File: config.mk
export PLATFORM = sky130hd
export DESIGN_NAME = mem_ctl
export DESIGN_NICKNAME = d
export VERILOG_FILES = /design/src/common/mem_map_pkg.sv /design/src/common/spi_pkg.sv /design/src/spi/spi_master.sv /design/src/spi/spi_arbiter.sv /design/src/fetch_unit.sv /design/src/data_unit.sv /design/src/mem_ctl.sv
export SDC_FILE = /design/constraint.sdc
export NUM_CORES = 1
export LEC_CHECK = 0
export BUFFER_PORTS_ARGS = -buffer_cell sky130_fd_sc_hd__buf_2
export CAP_MARGIN = 10
export CORE_MARGIN = 1.5
export CORE_UTILIZATION = 40
export CTS_BUF_LIST = sky130_fd_sc_hd__clkbuf_4 sky130_fd_sc_hd__clkbuf_8
export CTS_CLUSTER_DIAMETER = 80
export DETAILED_ROUTE_END_ITERATION = 10
export HOLD_SLACK_MARGIN = 0.1
export SLEW_MARGIN = 20
export SYNTH_ARGS = -nofsm -noshare
export SYNTH_HDL_FRONTEND = slang
export SYNTH_SLANG_ARGS = --single-unit
File: constraint.sdc
create_clock -name clk -period 6.7 [get_ports clk]
set_input_delay 0.67 -clock clk [delete_from_list [all_inputs] [get_ports clk]]
set_output_delay 0.67 -clock clk [all_outputs]
set_load 0.005 [all_outputs]
File: src/common/mem_map_pkg.sv
// ----------------------------------------
// Core-side address map and access sizes.
// Only the low 24 address bits reach a chip,
// so regions above that alias on the bus.
// ----------------------------------------

package mem_map_pkg;

    typedef logic [31:0] addr_t;
    typedef logic [31:0] word_t;

    // Access size, straight from funct3
    // Stores use the signed codes; unknown codes act as a word
    typedef enum logic [2:0] {
        size_b  = 3'b000,
        size_h  = 3'b001,
        size_w  = 3'b010,
        size_bu = 3'b100,
        size_hu = 3'b101
    } size_e;

    // 8 KB of flash at the bottom of the map
    localparam addr_t flash_size_default = 32'h0000_2000;

    // Single GPIO output register
    localparam addr_t gpio_base_default = 32'h4000_1000;

    // Address bits sent after the command byte
    localparam int dev_addr_bits = 24;

endpackage

File: src/common/spi_pkg.sv
// ----------------------------------------
// Request and response types of the SPI
// master. Both chips take the same 03h/02h
// command set with a 24-bit address.
// ----------------------------------------

package spi_pkg;

    localparam logic [7:0] cmd_read  = 8'h03;
    localparam logic [7:0] cmd_write = 8'h02;

    // Which chip select a transaction drives
    typedef enum logic {
        dev_flash = 1'b0,
        dev_ram   = 1'b1
    } dev_e;

    // One complete SPI transaction, 71 bits
    typedef struct packed {
        logic [7:0]                            cmd;
        logic [mem_map_pkg::dev_addr_bits-1:0] addr;
        // First byte on the wire sits in bits 31:24
        logic [31:0]                           wdata;
        // 8, 16 or 32
        logic [5:0]                            nbits;
        dev_e                                  dev;
    } spi_req_t;

    // Last bit received lands in bit 0
    typedef struct packed {
        logic [31:0] rdata;
    } spi_rsp_t;

endpackage

File: src/spi/spi_master.sv
// ----------------------------------------
// SPI mode 0, sclk at half the clock rate.
// Sends 8 cmd + 24 addr + nbits data bits,
// MSB first. Start to done takes
// 2*(32+nbits)+2 cycles; start is ignored
// while busy.
// ----------------------------------------
`timescale 1ns/1ps

module spi_master (
    input  logic              clk,
    input  logic              rst_n,
    input  logic              start,
    input  spi_pkg::spi_req_t req,
    input  logic              spi_miso,
    output logic              busy,
    output logic              done,
    output spi_pkg::spi_rsp_t rsp,
    output logic              spi_sclk,
    output logic              spi_mosi,
    output logic              cs_n
);

    logic [63:0] shreg;
    logic [31:0] rx;
    // Remaining sclk half periods
    logic [7:0]  hcnt;
    logic        load;
    logic        shifting;
    logic        sclk_rise;
    logic        sclk_fall;

    assign load      = start && !busy;
    assign shifting  = busy && (hcnt != 8'd0);
    assign sclk_rise = shifting && !spi_sclk;
    assign sclk_fall = shifting && spi_sclk;

    always_ff @(posedge clk or negedge rst_n) begin
        if (!rst_n) begin
            busy     <= 1'b0;
            done     <= 1'b0;
            cs_n     <= 1'b1;
            spi_sclk <= 1'b0;
            hcnt     <= 8'd0;
        end else if (load) begin
            busy <= 1'b1;
            cs_n <= 1'b0;
            hcnt <= ({2'b00, req.nbits} + 8'd32) << 1;
        end else if (shifting) begin
            spi_sclk <= !spi_sclk;
            hcnt     <= hcnt - 8'd1;
        end else if (done) begin
            // Chip select rises after the done cycle
            done <= 1'b0;
            busy <= 1'b0;
            cs_n <= 1'b1;
        end else if (busy) begin
            // One idle sclk-low cycle before done
            done <= 1'b1;
        end
    end

    // MOSI moves on the falling edge, MISO is taken on the rising one
    always_ff @(posedge clk) begin
        if (load) begin
            shreg <= {req.cmd, req.addr, req.wdata};
        end else if (sclk_fall) begin
            shreg <= {shreg[62:0], 1'b0};
        end
        if (sclk_rise) begin
            rx <= {rx[30:0], spi_miso};
        end
    end

    // Idle low between transactions
    assign spi_mosi = shreg[63] && !cs_n;
    assign rsp      = '{rdata: rx};

endmodule

File: src/spi/spi_arbiter.sv
// ----------------------------------------
// Fixed priority, data over fetch. A peer
// holds its request until its done pulse.
// Start comes 1 cycle after a valid request.
// ----------------------------------------
`timescale 1ns/1ps

module spi_arbiter (
    input  logic              clk,
    input  logic              rst_n,
    input  logic              fetch_valid,
    input  spi_pkg::spi_req_t fetch_req,
    input  logic              data_valid,
    input  spi_pkg::spi_req_t data_req,
    input  logic              busy,
    input  logic              done,
    input  spi_pkg::spi_rsp_t rsp,
    input  logic              cs_n,
    output logic              start,
    output spi_pkg::spi_req_t req,
    output logic              fetch_done,
    output logic              data_done,
    output spi_pkg::spi_rsp_t fetch_rsp,
    output spi_pkg::spi_rsp_t data_rsp,
    output logic              flash_cs_n,
    output logic              ram_cs_n
);

    logic          owner_data;
    spi_pkg::dev_e cur_dev;

    always_ff @(posedge clk or negedge rst_n) begin
        if (!rst_n) begin
            start      <= 1'b0;
            owner_data <= 1'b0;
            cur_dev    <= spi_pkg::dev_flash;
        end else begin
            start <= 1'b0;
            // Master reports busy only from the cycle after start
            if (!busy && !start) begin
                if (data_valid) begin
                    start      <= 1'b1;
                    owner_data <= 1'b1;
                    cur_dev    <= data_req.dev;
                end else if (fetch_valid) begin
                    start      <= 1'b1;
                    owner_data <= 1'b0;
                    cur_dev    <= fetch_req.dev;
                end
            end
        end
    end

    // The owner holds its request until its done pulse
    assign req = owner_data ? data_req : fetch_req;

    assign fetch_done = done && !owner_data;
    assign data_done  = done && owner_data;
    assign fetch_rsp  = rsp;
    assign data_rsp   = rsp;

    assign flash_cs_n = (cur_dev == spi_pkg::dev_flash) ? cs_n : 1'b1;
    assign ram_cs_n   = (cur_dev == spi_pkg::dev_ram) ? cs_n : 1'b1;

endmodule

File: src/fetch_unit.sv
// ----------------------------------------
// Instruction fetch. Holds one word; any
// move of instr_addr costs a full 32-bit
// flash read, no prefetch of the next word.
// ----------------------------------------
`timescale 1ns/1ps

module fetch_unit (
    input  logic               clk,
    input  logic               rst_n,
    input  mem_map_pkg::addr_t instr_addr,
    input  logic               fetch_done,
    input  spi_pkg::spi_rsp_t  fetch_rsp,
    output mem_map_pkg::word_t instr_data,
    output logic               instr_ready,
    output logic               fetch_valid,
    output spi_pkg::spi_req_t  fetch_req
);

    mem_map_pkg::addr_t held_addr;
    logic               held_ok;
    logic               hit;
    logic               need_fetch;

    assign hit         = held_ok && (instr_addr == held_addr);
    assign need_fetch  = !fetch_valid && !hit;
    assign instr_ready = hit;

    always_ff @(posedge clk or negedge rst_n) begin
        if (!rst_n) begin
            held_ok     <= 1'b0;
            fetch_valid <= 1'b0;
        end else if (fetch_done) begin
            held_ok     <= 1'b1;
            fetch_valid <= 1'b0;
        end else if (need_fetch) begin
            held_ok     <= 1'b0;
            fetch_valid <= 1'b1;
        end
    end

    // Flash bytes arrive lowest address first
    always_ff @(posedge clk) begin
        if (need_fetch) begin
            held_addr <= instr_addr;
        end
        if (fetch_done) begin
            instr_data <= {fetch_rsp.rdata[7:0], fetch_rsp.rdata[15:8],
                           fetch_rsp.rdata[23:16], fetch_rsp.rdata[31:24]};
        end
    end

    assign fetch_req = '{cmd:   spi_pkg::cmd_read,
                         addr:  held_addr[mem_map_pkg::dev_addr_bits-1:0],
                         wdata: 32'h0,
                         nbits: 6'd32,
                         dev:   spi_pkg::dev_flash};

endmodule

File: src/data_unit.sv
// ----------------------------------------
// Data side: GPIO register, flash reads and
// RAM loads/stores. Loads are zero-extended.
// Address, data and size must stay stable
// until mem_ready. gpio_width up to 32.
// ----------------------------------------
`timescale 1ns/1ps

module data_unit #(
    parameter mem_map_pkg::addr_t flash_size = mem_map_pkg::flash_size_default,
    parameter mem_map_pkg::addr_t gpio_base  = mem_map_pkg::gpio_base_default,
    parameter int                 gpio_width = 5
) (
    input  logic                  clk,
    input  logic                  rst_n,
    input  mem_map_pkg::addr_t    mem_addr,
    input  mem_map_pkg::word_t    mem_wdata,
    input  mem_map_pkg::size_e    mem_size,
    input  logic                  mem_we,
    input  logic                  mem_re,
    input  logic                  data_done,
    input  spi_pkg::spi_rsp_t     data_rsp,
    output mem_map_pkg::word_t    mem_rdata,
    output logic                  mem_ready,
    output logic [gpio_width-1:0] gpio_out,
    output logic                  data_valid,
    output spi_pkg::spi_req_t     data_req
);

    logic strobe;
    logic is_gpio;
    logic is_flash;
    logic spi_access;

    // Bits on the wire for each size
    function automatic logic [5:0] size_bits(mem_map_pkg::size_e size);
        case (size)
            mem_map_pkg::size_b, mem_map_pkg::size_bu: return 6'd8;
            mem_map_pkg::size_h, mem_map_pkg::size_hu: return 6'd16;
            default: return 6'd32;
        endcase
    endfunction

    // Received bytes are in address order, first one highest
    function automatic mem_map_pkg::word_t unpack(mem_map_pkg::size_e size,
                                                  logic [31:0] r);
        case (size)
            mem_map_pkg::size_b, mem_map_pkg::size_bu: return {24'h0, r[7:0]};
            mem_map_pkg::size_h, mem_map_pkg::size_hu: return {16'h0, r[7:0], r[15:8]};
            default: return {r[7:0], r[15:8], r[23:16], r[31:24]};
        endcase
    endfunction

    assign strobe     = mem_we || mem_re;
    assign is_gpio    = (mem_addr == gpio_base);
    assign is_flash   = (mem_addr < flash_size);
    assign spi_access = strobe && !is_gpio;

    always_ff @(posedge clk or negedge rst_n) begin
        if (!rst_n) begin
            mem_ready  <= 1'b0;
            data_valid <= 1'b0;
            gpio_out   <= '0;
        end else begin
            mem_ready <= 1'b0;
            // GPIO answers straight away
            if (strobe && is_gpio) begin
                mem_ready <= 1'b1;
                if (mem_we) begin
                    gpio_out <= mem_wdata[gpio_width-1:0];
                end
            end else if (spi_access) begin
                data_valid <= 1'b1;
            end
            if (data_done) begin
                data_valid <= 1'b0;
                mem_ready  <= 1'b1;
            end
        end
    end

    always_ff @(posedge clk) begin
        if (spi_access) begin
            data_req.cmd   <= mem_we ? spi_pkg::cmd_write : spi_pkg::cmd_read;
            data_req.addr  <= mem_addr[mem_map_pkg::dev_addr_bits-1:0];
            // Low byte first; nbits cuts off what a short store doesn't need
            data_req.wdata <= {mem_wdata[7:0], mem_wdata[15:8],
                               mem_wdata[23:16], mem_wdata[31:24]};
            data_req.nbits <= size_bits(mem_size);
            data_req.dev   <= is_flash ? spi_pkg::dev_flash : spi_pkg::dev_ram;
        end
        if (strobe && is_gpio && mem_re) begin
            mem_rdata <= mem_map_pkg::word_t'(gpio_out);
        end else if (data_done && data_req.cmd == spi_pkg::cmd_read) begin
            mem_rdata <= unpack(mem_size, data_rsp.rdata);
        end
    end

endmodule

File: src/mem_ctl.sv
// ----------------------------------------
// Memory controller top. Fetch and data
// share one SPI bus; data wins a tie and a
// started transaction always completes.
// ----------------------------------------
`timescale 1ns/1ps

module mem_ctl #(
    parameter mem_map_pkg::addr_t flash_size = mem_map_pkg::flash_size_default,
    parameter mem_map_pkg::addr_t gpio_base  = mem_map_pkg::gpio_base_default,
    parameter int                 gpio_width = 5
) (
    input  logic                  clk,
    input  logic                  rst_n,
    input  mem_map_pkg::addr_t    instr_addr,
    output mem_map_pkg::word_t    instr_data,
    output logic                  instr_ready,
    input  mem_map_pkg::addr_t    mem_addr,
    input  mem_map_pkg::word_t    mem_wdata,
    input  mem_map_pkg::size_e    mem_size,
    input  logic                  mem_we,
    input  logic                  mem_re,
    output mem_map_pkg::word_t    mem_rdata,
    output logic                  mem_ready,
    output logic [gpio_width-1:0] gpio_out,
    output logic                  spi_sclk,
    output logic                  spi_mosi,
    output logic                  flash_cs_n,
    output logic                  ram_cs_n,
    input  logic                  spi_miso
);

    logic              fetch_valid;
    logic              fetch_done;
    spi_pkg::spi_req_t fetch_req;
    spi_pkg::spi_rsp_t fetch_rsp;
    logic              data_valid;
    logic              data_done;
    spi_pkg::spi_req_t data_req;
    spi_pkg::spi_rsp_t data_rsp;

    // Arbiter to master
    logic              start;
    logic              busy;
    logic              done;
    logic              cs_n;
    spi_pkg::spi_req_t req;
    spi_pkg::spi_rsp_t rsp;

    fetch_unit u_fetch (
        .clk         (clk),
        .rst_n       (rst_n),
        .instr_addr  (instr_addr),
        .fetch_done  (fetch_done),
        .fetch_rsp   (fetch_rsp),
        .instr_data  (instr_data),
        .instr_ready (instr_ready),
        .fetch_valid (fetch_valid),
        .fetch_req   (fetch_req)
    );

    data_unit #(
        .flash_size (flash_size),
        .gpio_base  (gpio_base),
        .gpio_width (gpio_width)
    ) u_data (
        .clk        (clk),
        .rst_n      (rst_n),
        .mem_addr   (mem_addr),
        .mem_wdata  (mem_wdata),
        .mem_size   (mem_size),
        .mem_we     (mem_we),
        .mem_re     (mem_re),
        .data_done  (data_done),
        .data_rsp   (data_rsp),
        .mem_rdata  (mem_rdata),
        .mem_ready  (mem_ready),
        .gpio_out   (gpio_out),
        .data_valid (data_valid),
        .data_req   (data_req)
    );

    spi_arbiter u_arb (
        .clk         (clk),
        .rst_n       (rst_n),
        .fetch_valid (fetch_valid),
        .fetch_req   (fetch_req),
        .data_valid  (data_valid),
        .data_req    (data_req),
        .busy        (busy),
        .done        (done),
        .rsp         (rsp),
        .cs_n        (cs_n),
        .start       (start),
        .req         (req),
        .fetch_done  (fetch_done),
        .data_done   (data_done),
        .fetch_rsp   (fetch_rsp),
        .data_rsp    (data_rsp),
        .flash_cs_n  (flash_cs_n),
        .ram_cs_n    (ram_cs_n)
    );

    spi_master u_spi (
        .clk      (clk),
        .rst_n    (rst_n),
        .start    (start),
        .req      (req),
        .spi_miso (spi_miso),
        .busy     (busy),
        .done     (done),
        .rsp      (rsp),
        .spi_sclk (spi_sclk),
        .spi_mosi (spi_mosi),
        .cs_n     (cs_n)
    );

endmodule

==> results.toml <==
[placed_design]
pre_cts_ws_ns = 3.44
routabilityCongestion = 0.771
post-dp-hpwl_microns = 15100
place.port_buffers = 177
post_dp_cell_area_sq_um = 11800

[cts]
post_cts_buffers = 0
clk_path_buf_depth = 3
clkTransAtPathRegs_ns = 0.06
ctsResizeCount = 0
htree_levels = 2
cts_buffers = 48
root_buffer = "clkbuf_8"
cts.sinks = 277
clkLatencyLatePin_ns = 0.56
ctsHoldBuffers = 0
cts_tree = "built"

[die]
die_w_microns = 165
fp.coreArea_sq_um = 26000
die_h_microns = 165
std_cell_rows = 59
ios = 179
start_util_pct = 40.6
die_area_sq_um = 27400

[critical_path]
reg2reg_to = "u_spi.shreg[35]$_DFFE_PP_"
crit_type = "flip-flop to output port"
end_kind = "output port"
reg2reg_depth = 7
r2r_slack_ns = 3.82
crit_path_start_kind = "flip-flop"
crit_slowest_cell = "or4_1"
crit_fanout = 4
critPathArrivalTime_ns = 2.50
max_stage_delay_ns = 0.53
r2r_start = "u_spi.hcnt[0]$_DFFE_PN0P_"
cp_cell_sequence = "xnor2_1, nand4_1, or4_1, nor3_2, buf_2"
required_ns = 6.03

[final_layout]
multi_input_area_sq_um = 2490
final-seq-area_sq_um = 7930
fill_cells = 2355
final_nets = 1051
final_area_sq_um = 12800
area_growth_pct = 21.4
drive_above_1_share_pct = 29.5

[power_and_ir_drop]
switching_share_pct = 20.7
comb_power_share_pct = 2.2
cellLeakagePower_nw = 5.12
seqPwrFrac_pct = 54.3
p_switching_w = 0.000723
p_per_area_nw_per_um2 = 273
power.internal_w = 0.00277
power_frac_clock_pct = 43.5
ir_worst_vdd_v = 0.000154

[logic_synthesis]
ys_ff_latch = 277
syn-cell-area_sq_um = 10500
ys_types = 42
synth_top_cell_area_share_pct = 64.3
synth_largest_area_cell = "edfxtp_1"
syn_nets = 854
synthCells = 748
yosysMostFrequentCell = "edfxtp_1"
ys_seq_area_share_pct = 75.2
synth_edf_count = 226
yosys_warnings = 0
synth_area_leaders = "edfxtp_1 64%, dfrtp_1 5.5%, dfxtp_1 5.1%, nand2_1 4.4%, mux2i_1 3.0%"
synthTopCellsByCount = "226 x edfxtp_1, 125 x nand2_1, 59 x nand3_1"
synth_flop_cell = "edfxtp_1"
async_flop_share_pct = 8.66
synth.avg_cell_area_sq_um = 14.1

[global_route]
top_usage_layer = "met2"
grt_pass1_vias = 6580
antenna_found_initial = 4
overflow = 0
grt_util_met1_pct = 23.7
grtUsageTotal_pct = 17.7
grt_pass1_wl_microns = 36900
grt_use_met2_pct = 27.3
met3_usage_pct = 6.04
grt_max_degree = 94

[timing]
rsz0062_at_grt = "false"
fin_skew_ns = 0.0223
worst_slack_ns = 3.53
slew_viol_final = 0
tightestPinTransition_ns = 1.07
setup_viol = 0
fmax_mhz = 316
setup-tns-final_ns = 0
hold_violations = 0
fin_crit_sh_pct = 47.3
period_needed_ns = 3.17
max_slew_margin_pct = 28.2

[status]
status = "complete, no violations"

[detailed_routing]
vias = 6554
firstDrtPassIters = 5
routed_wl_microns = 23700
drt.antenna.violating_nets = 0
routed_via_density = 4.96
first_iter_violations = 360
drc = 0
drt-wirelength-per-cell_microns = 18.0

[job]
cap_viol_max_count = 0

[hold_path]
hold_class = "input port to async pin"
-- placed cells by master, fill, tap and decap left out, types with 2 or more instances in the layout --
| cell type | synthesis | layout |
|---|---|---|
| nor4b_1 | 3 | 3 |
| nor2_2 | 0 | 3 |
| clkbuf_4 | 0 | 30 |
| nor2b_4 | 0 | 2 |
| clkinv_2 | 0 | 3 |
| dfrtp_1 | 23 | 22 |
| dfxtp_1 | 27 | 27 |
| nand4_1 | 5 | 5 |
| mux2i_1 | 32 | 32 |
| a21oi_1 | 28 | 27 |
| buf_2 | 7 | 177 |
| nand4b_1 | 2 | 2 |
| edfxtp_1 | 226 | 226 |
| o21ai_0 | 41 | 40 |
| buf_4 | 2 | 8 |
| xnor2_1 | 19 | 19 |
| o21a_1 | 2 | 2 |
| nor3_1 | 11 | 11 |
| nand3_1 | 59 | 59 |
| nor4_4 | 1 | 2 |
| nand2_1 | 125 | 125 |
| nor2_1 | 25 | 22 |
| and2_1 | 6 | 6 |
| clkinv_1 | 0 | 4 |
| ha_1 | 2 | 2 |
| clkbuf_8 | 0 | 49 |
| a22o_1 | 2 | 2 |
| nor4_1 | 9 | 9 |
| mux2_2 | 5 | 5 |
| nand2b_1 | 5 | 4 |
| diode_2 | 0 | 2 |
| nor2b_1 | 4 | 2 |
| xor2_1 | 19 | 19 |
| a221oi_1 | 8 | 8 |
| inv_1 | 8 | 8 |
-- registers in the layout, summed over array words and instances (netlist names), 5 cells and up --
| signal | cells |
|---|---|
| u_data.data_req | 61 |
| u_data.gpio_out | 5 |
| u_data.mem_rdata | 32 |
| u_fetch.held_addr | 32 |
| u_fetch.instr_data | 32 |
| u_spi.hcnt | 8 |
| u_spi.rsp | 32 |
| u_spi.shreg | 64 |
-- cell families (layout without fill, tap and decap cells) --
group	count (synthesis)	after routing	synth area share (%)
AND/OR/NAND/NOR	262	262	11.5
XOR/XNOR	38	38	3.16
buffers and inverters	47	283	1.83
adder cells (fa/ha/maj)	2	2	0.237
AO/OA/AOI/OAI	85	85	4.52
other	0	2	0
flip-flops	277	277	75.2
multiplexers	37	37	3.57
-- worst max-delay path: cells and delay by family, from the launching register on --
kind | cells | cell delay (ns)
AND/OR/NAND/NOR | 3 | 1.07
flip-flops | 1 | 0.41
XOR/XNOR | 1 | 0.28
buffers and inverters | 1 | 0.19
-- how the worst max path moves through the flow --
| stage | to | start | slack, ns |
|---|---|---|---|
| floorplan | u_spi.shreg[0]$_SDFFCE_PN0P_ | u_spi.hcnt[0]$_DFFE_PN0P_ | 0.62 |
| global placement | u_data.data_req[22]$_DFFE_PP_ | mem_addr[30] | 3.50 |
| detailed placement | u_data.data_req[22]$_DFFE_PP_ | mem_addr[30] | 3.44 |
| CTS | instr_ready | u_fetch.held_addr[20]$_DFFE_PP_ | 3.48 |
| global route | instr_ready | u_fetch.held_addr[20]$_DFFE_PP_ | 3.38 |
| finish | instr_ready | u_fetch.held_addr[20]$_DFFE_PP_ | 3.53 |
-- metrics by stage --
step	utilization (%)	power (W)	std cells	hold WS [ns]
floorplan	-	0.00196	748	0.374
global placement	45.5	0.00201	1229	0.435
detailed placement	45.5	0.00201	1229	0.436
CTS	49.1	0.00355	1318	0.102
global route	49.3	0.00362	1320	0.144
finish	49.3	0.00349	1321	0.118
-- layer usage --
layer | wire (microns) | part of all wire (%)
met3 | 1960 | 8.2
met2 | 10900 | 46
met1 | 10400 | 44
met4 | 427 | 1.8
met5 | 26 | 0.11
-- area by class of cell --
| cell class | count | share of cell area [%] |
|---|---|---|
| sequential | 277 | 61.9 |
| multi-input combinational | 424 | 19.4 |
| timing repair buffer | 186 | 7.60 |
| clock buffer | 79 | 7.03 |
| tap | 335 | 3.27 |
| clock inverter | 10 | 0.450 |
| inverter | 8 | 0.235 |
| antenna | 2 | 0.0391 |
-- power groups by stage --
stage	clock, W	combinational (W)	sequential (W)
floorplan	0	0.0000256	0.00193
global placement	0	0.0000737	0.00193
detailed placement	0	0.0000750	0.00193
CTS	0.00157	0.0000754	0.00190
global route	0.00164	0.0000847	0.00190
finish	0.00152	0.0000761	0.00190
Note: power is estimated with default switching activity, not from simulation.
